$ cat config.mk
export PLATFORM = sky130hd
export DESIGN_NAME = fetchStage
export DESIGN_NICKNAME = d
export VERILOG_FILES = /design/src/rtl/pipeCpuPkg.sv /design/src/rtl/fetchStage.sv
export VERILOG_INCLUDE_DIRS = /design/src /design/src/rtl
export SDC_FILE = /design/constraint.sdc
export NUM_CORES = 2
export LEC_CHECK = 0
export BUFFER_PORTS_ARGS = -buffer_cell sky130_fd_sc_hd__buf_2
export CORE_MARGIN = 5
export CORE_UTILIZATION = 40
export CTS_CLUSTER_DIAMETER = 30
export DETAILED_ROUTE_END_ITERATION = 10
export PLACE_DENSITY = 0.57
export SLEW_MARGIN = 20
export SYNTH_ARGS = -nofsm -noshare
export SYNTH_HDL_FRONTEND = slang
export SYNTH_SLANG_ARGS = --single-unit
$ cat constraint.sdc
create_clock -name clk -period 7.5 [get_ports clk]
set_input_delay 1.125 -clock clk [delete_from_list [all_inputs] [get_ports clk]]
set_output_delay 1.125 -clock clk [all_outputs]
set_load 0.01 [all_outputs]
$ cat src/rtl/pipeCpu_config.svh
`ifndef PIPECPU_CONFIG_SVH
`define PIPECPU_CONFIG_SVH

// Datapath sizes
`define WORD_W       16
`define REG_ADDR_W   4
`define IMEM_ADDR_W  8   // Low bits of pc
`define DMEM_ADDR_W  8   // Low bits of the ALU address

// Opcodes, instr[15:12]
`define OP_ADD  4'd0
`define OP_SUB  4'd1
`define OP_AND  4'd2
`define OP_NOR  4'd3
`define OP_SLL  4'd4
`define OP_SRL  4'd5
`define OP_SRA  4'd6
`define OP_LW   4'd8
`define OP_SW   4'd9
`define OP_LLB  4'd10
`define OP_HLT  4'd15   // Unlisted codes decode as NOP

`endif

$ cat src/rtl/pipeCpuPkg.sv
`include "pipeCpu_config.svh"

package pipeCpuPkg;

  typedef logic [`WORD_W-1:0]      word_t;      // Data or instruction
  typedef logic [`REG_ADDR_W-1:0]  regAddr_t;   // Register index
  typedef logic [`IMEM_ADDR_W-1:0] imemAddr_t;
  typedef logic [`DMEM_ADDR_W-1:0] dmemAddr_t;

  typedef enum logic [3:0] {
    OP_ADD = `OP_ADD,
    OP_SUB = `OP_SUB,
    OP_AND = `OP_AND,
    OP_NOR = `OP_NOR,
    OP_SLL = `OP_SLL,
    OP_SRL = `OP_SRL,
    OP_SRA = `OP_SRA,
    OP_LW  = `OP_LW,
    OP_SW  = `OP_SW,
    OP_LLB = `OP_LLB,
    OP_HLT = `OP_HLT
  } opcode_t;

  // ALU operand source in execute
  typedef enum logic [1:0] {FWD_NONE, FWD_DM, FWD_WB} fwdSel_t;

  typedef enum logic [2:0] {
    ALU_ADD, ALU_SUB, ALU_AND, ALU_NOR,
    ALU_SLL, ALU_SRL, ALU_SRA,
    ALU_PASSB   // Operand B straight through
  } aluOp_t;

endpackage

$ cat src/rtl/fetchStage.sv
`timescale 1ns/100ps
`include "pipeCpu_config.svh"

module fetchStage (
  input  logic                  clk,
  input  logic                  rstN,
  input  logic                  imemWrEn,
  input  pipeCpuPkg::imemAddr_t imemWrAddr,
  input  pipeCpuPkg::word_t     imemWrData,
  input  logic                  stall,      // Load-use hold
  input  logic                  drain,      // HLT decoded
  output pipeCpuPkg::word_t     pc,
  output pipeCpuPkg::word_t     ifIdInstr,
  output logic                  ifIdValid
);
  import pipeCpuPkg::*;

  word_t     imem [0:(1 << `IMEM_ADDR_W)-1];
  imemAddr_t fetchAddr;
  word_t     fetchWord;

  ////////////////////////////////////////////////////////////
  // Instruction memory
  ////////////////////////////////////////////////////////////

  // Load port, used while the core sits in reset
  always_ff @(posedge clk) begin
    if (imemWrEn) begin
      imem[imemWrAddr] <= imemWrData;
    end
  end

  assign fetchAddr = pc[`IMEM_ADDR_W-1:0];   // Word addressed
  assign fetchWord = imem[fetchAddr];        // Async read

  ////////////////////////////////////////////////////////////
  // PC and IF/ID
  ////////////////////////////////////////////////////////////
  always_ff @(posedge clk or negedge rstN) begin
    if (!rstN) begin
      pc        <= '0;
      ifIdInstr <= '0;
      ifIdValid <= 1'b0;
    end else if (!stall) begin               // Stall keeps pc and IF/ID
      if (drain) begin
        // pc frozen past HLT, feed bubbles
        ifIdInstr <= '0;
        ifIdValid <= 1'b0;
      end else begin
        pc        <= pc + word_t'(1);
        ifIdInstr <= fetchWord;
        ifIdValid <= 1'b1;
      end
    end
  end

  // Nothing to do in a stall cycle

endmodule

# After elaboration in Yosys (flattened, before gate mapping)
# Memories as Yosys holds them, arrays and structs flattened.
# Index checks and enable logic that the tools add are counted.
# word_totals
elab_cells	12
ramBits	4096
ff_bits	33
memories	1
input_bits	29
# op_classes
n_mux	4
reduce_logical	1
n_bitwise	2
n_addsub	1
# memory_table
name	depth	word_bits	read_ports	rd_ports_with_merged_regs	write_ports	line	text
imem	256	16	1	0	1	fetchStage.sv:18	word_t imem [0:(1 << `IMEM_ADDR_W)-1];
# ops
operator	n
$add 16x1->16 const B	1
$mux 16	1
$mux 1	3
$not 1->1	2
$reduce_and 2->1	1

# Depth between registers and ports, before layout
# depth
depth_word	2
ltp_mapped	14
mapped_depth_nobuf	7

# Worst setup path after synthesis
# Ideal clock, no wire load.
# synth_timing
path_type	input to register
from	in imemWrAddr[3]
to	mem imem[235][0] (netlist name) (enable)
setup_ns	0.388
arrival_time_ns	2.902
path_slack_ns	4.210
required_time_ns	7.112
cell_stages	6
path_cell_list	clkbuf_1 nor2b_1 clkbuf_1 nand4_1 clkbuf_1 nor2_1
# synth_rtl
element	line	text
from (decl)	fetchStage.sv:8	input pipeCpuPkg::imemAddr_t imemWrAddr,
to (decl)	fetchStage.sv:18	
# No word-level cell before the write port.

# Worst setup path after layout
# layout_timing
from	reg pc[0]
to	reg ifIdInstr[15]
# layout_between
elab_chain_cells	2
# layout_lines
element	line	text
from (decl)	fetchStage.sv:12	output pipeCpuPkg::word_t pc,
from (signal assigned)	fetchStage.sv:50	pc <= pc + word_t'(1);
$mem_v2 256x16	-	
$mux 16	fetchStage.sv:45	if (drain) begin
to (signal assigned)	fetchStage.sv:51	ifIdInstr <= fetchWord;
to (decl)	fetchStage.sv:13	output pipeCpuPkg::word_t ifIdInstr,
# Every way passes these cells.
# A chain may end at the register's enable or synchronous reset.

==> results.cfg <==
[pwr]
p_per_area_nw_per_um2 = 412
combPwrFrac_pct = 24.5
power_frac_seq_pct = 32.5
switching_share_pct = 30.9
pwr-share-clk_pct = 43.0
power_switching_w = 0.0246
internal_power_w = 0.0550
max-vdd-ir-drop_v = 0.000323
power.leakage_nw = 61.9

[drt]
drc_errors = 0
viasPerCell = 5.98
wirelength_um = 487000
vias = 82300
ant_nets = 0
drtIter0Drc = 11300
avgRoutedWirePerCell_um = 35.4
drtPass1Iterations = 8

[clock_tree]
clk_latency_ns = 1.09
h-tree-depth = 6
post_cts_buffers = 0
cts-resized-gates = 0
numCtsBuffers = 729
cts_tree = built
numClockSinks = 4129
cts_root_buffer = clkbuf_16
cts.clk_slew.worst_paths_ns = 0.05
holdBufCountCts = 0
cts_max_path_buffers = 4

[sta]
slew_headroom_pct = 12.6
setup_viol = 0
fin_crit_sh_pct = 66.7
rsz0062_at_grt = false
fin_worst_skew_ns = 0.115
fmax_mhz = 200
period_minus_slack_ns = 5.00
worst_slew_pin_slew_ns = 1.28
layout_setup_ws_ns = 2.50
hold_viol = 0
tns_ns = 0
drv_slew = 0

[yosys]
ys_warn_count = 0
synthCells = 7210
netlist_area_um2 = 159000
ys_ff_latch = 4129
ys_seq_area_share_pct = 77.7
postSynth.asyncResetShare_pct = 0.799
synth_edf_count = 4096
syn_nets = 7240
syn_area_per_cell_um2 = 22.1
ys.flop_type = edfxtp_1
synth_cell_types = 70

[critical_path]
crit_chain = buf_12 -> mux4_2 -> mux4_2 -> a22oi_1 -> a21oi_1 -> a21oi_1 -> o41ai_1
critPathMaxFanout = 84
critical_path_class = flip-flop to flip-flop
end_kind = flip-flop
cp_slowest_cell = dfrtp_4
startpoint_type = flip-flop
cp.required_ns = 8.39
crit_arrival_ns = 5.89
critPathMaxStageDelay_ns = 0.98

[run_status]
outcome = finished clean

[final_layout]
final_cell_mix = edfxtp_1 (4096), mux4_2 (952), clkbuf_16 (736)
layout_commonest_cell = edfxtp_1
syn_to_final_growth_pct = 21.3
final_nets = 7901
nFillCells = 31700
drive_gt1_share_pct = 32.6

[die]
dieArea_um2 = 411000
rows = 231
core-area_um2 = 397000
io_pins = 62
die_w_um = 641
initial_core_util_pct = 40.2
die_y_um = 641

[place]
io_buffer_count = 61
routabilityCongestion = 0.914
hpwl_um = 288000
pre_cts_slack_ns = 2.67

[grt]
first_global_vias = 82200
grt_start_max_net_pins = 161
antenna_found_initial = 29
track_usage_pct = 23.3
overflow = 0
grt_pass1_wl_um = 672000

[job]
cap_viol_max_count = 0

[worst_hold_path]
hp-class = input port to asynchronous set/reset pin
worst paths after layout:
| kind | startpoint | end | slack, ns | cells past startpoint |
|---|---|---|---|---|
| setup / recovery | pc[0] | ifIdInstr[15] | 2.50 | 7 |
| hold / removal | rstN | pc[11] | 0.16 | 2 |
| setup reg to reg | pc[0] | ifIdInstr[15] | 2.50 | 7 |
| hold reg to reg | pc[10] | pc[10] | 0.50 | 1 |
| max in group asynchronous | rstN | pc[4] | 6.74 | 2 |
| min in group clk | pc[10] | pc[10] | 0.50 | 1 |
synthesized netlist by cell type (all sizes together) (9+ instances only):
cell type / instances / area [µm²]
o211ai: 9 / 67.6
nor2b: 23 / 144
o21ai: 85 / 425
a2111oi: 10 / 88.8
nand4: 13 / 81.3
and2: 16 / 100
a31oi: 18 / 113
nor3: 26 / 130
a221oi: 59 / 523
xnor2: 12 / 105
a22oi: 70 / 526
nand3: 61 / 305
clkbuf: 164 / 619
nand2: 154 / 578
mux2i: 367 / 3670
o221ai: 84 / 736
o22ai: 71 / 444
mux4: 956 / 21500
o31ai: 15 / 113
dfrtp: 33 / 826
a22o: 12 / 105
nand2b: 10 / 62.6
a211oi: 25 / 188
edfxtp: 4096 / 123000
nor2: 318 / 1190
mux2: 33 / 372
buf: 259 / 1990
a21oi: 111 / 556
worst max-delay path, delay by kind of cell (launching register included):
kind / cells / cell delay (ns)
multiplexers: 2 / 1.19
flip-flops: 1 / 0.98
buffers and inverters: 1 / 0.53
AO/OA/AOI/OAI: 4 / 1.89
power by group through the flow:
| stage | Combinational [W] | Sequential (W) | Clock, W |
|---|---|---|---|
| after floorplan | 0.0117 | 0.0260 | 0 |
| after global placement | 0.0192 | 0.0263 | 0 |
| after detailed placement | 0.0193 | 0.0263 | 0 |
| after CTS | 0.0194 | 0.0259 | 0.0345 |
| after global routing | 0.0200 | 0.0258 | 0.0358 |
| final | 0.0195 | 0.0259 | 0.0342 |
per-layer routing:
layer / track usage [%] / vias up / share of wire (%)
li1: - / 32300 / -
met1: 31.9 / 44500 / 39
met2: 35.7 / 4696 / 47
met3: 6.17 / 883 / 10
met4: 9.43 / 10 / 4.1
met5: 0.225 / - / 0.038
logic make-up after synthesis:
| group | after synthesis | synth area share [%] |
|---|---|---|
| multiplexers | 1356 | 16.1 |
| adder cells (fa/ha/maj) | 1 | 0.00785 |
| AND/OR/NAND/NOR | 657 | 1.78 |
| AO/OA/AOI/OAI | 622 | 2.74 |
| flip-flops | 4129 | 77.7 |
| buffers and inverters | 430 | 1.65 |
| XOR/XNOR | 15 | 0.0824 |
flip-flops by register name (all words and copies together), names as in the netlist:
register and count:
ifIdInstr 16, pc 16, ifIdValid 1, imem 4096
stage by stage:
step           util, %  instances  hold slack, ns  total power, W  instance area, µm²
2_1_floorplan        -       7210           0.507          0.0377              159000
3_3_place_gp      42.1      12400           0.463          0.0455              167000
3_5_place_dp      42.2      12400           0.489          0.0456              167000
4_1_cts           48.7      13700           0.103          0.0798              193000
5_1_grt           48.7      13700           0.172          0.0816              193000
6_report          48.7      13800           0.160          0.0796              193000
area by class of cell:
| class | count | area, µm² | share of cell area (%) |
|---|---|---|---|
| multi-input cells | 2651 | 33800 | 17.5 |
| diodes | 26 | 65.1 | 0.0337 |
| inverters | 7 | 36.3 | 0.0188 |
| well taps | 5242 | 6560 | 3.39 |
| flip-flops and latches | 4129 | 124000 | 64.1 |
| clock inverters | 553 | 7170 | 3.71 |
| repair buffers | 353 | 3040 | 1.57 |
| clock buffers | 808 | 18700 | 9.69 |
Note: power is estimated with default switching activity, not from simulation.
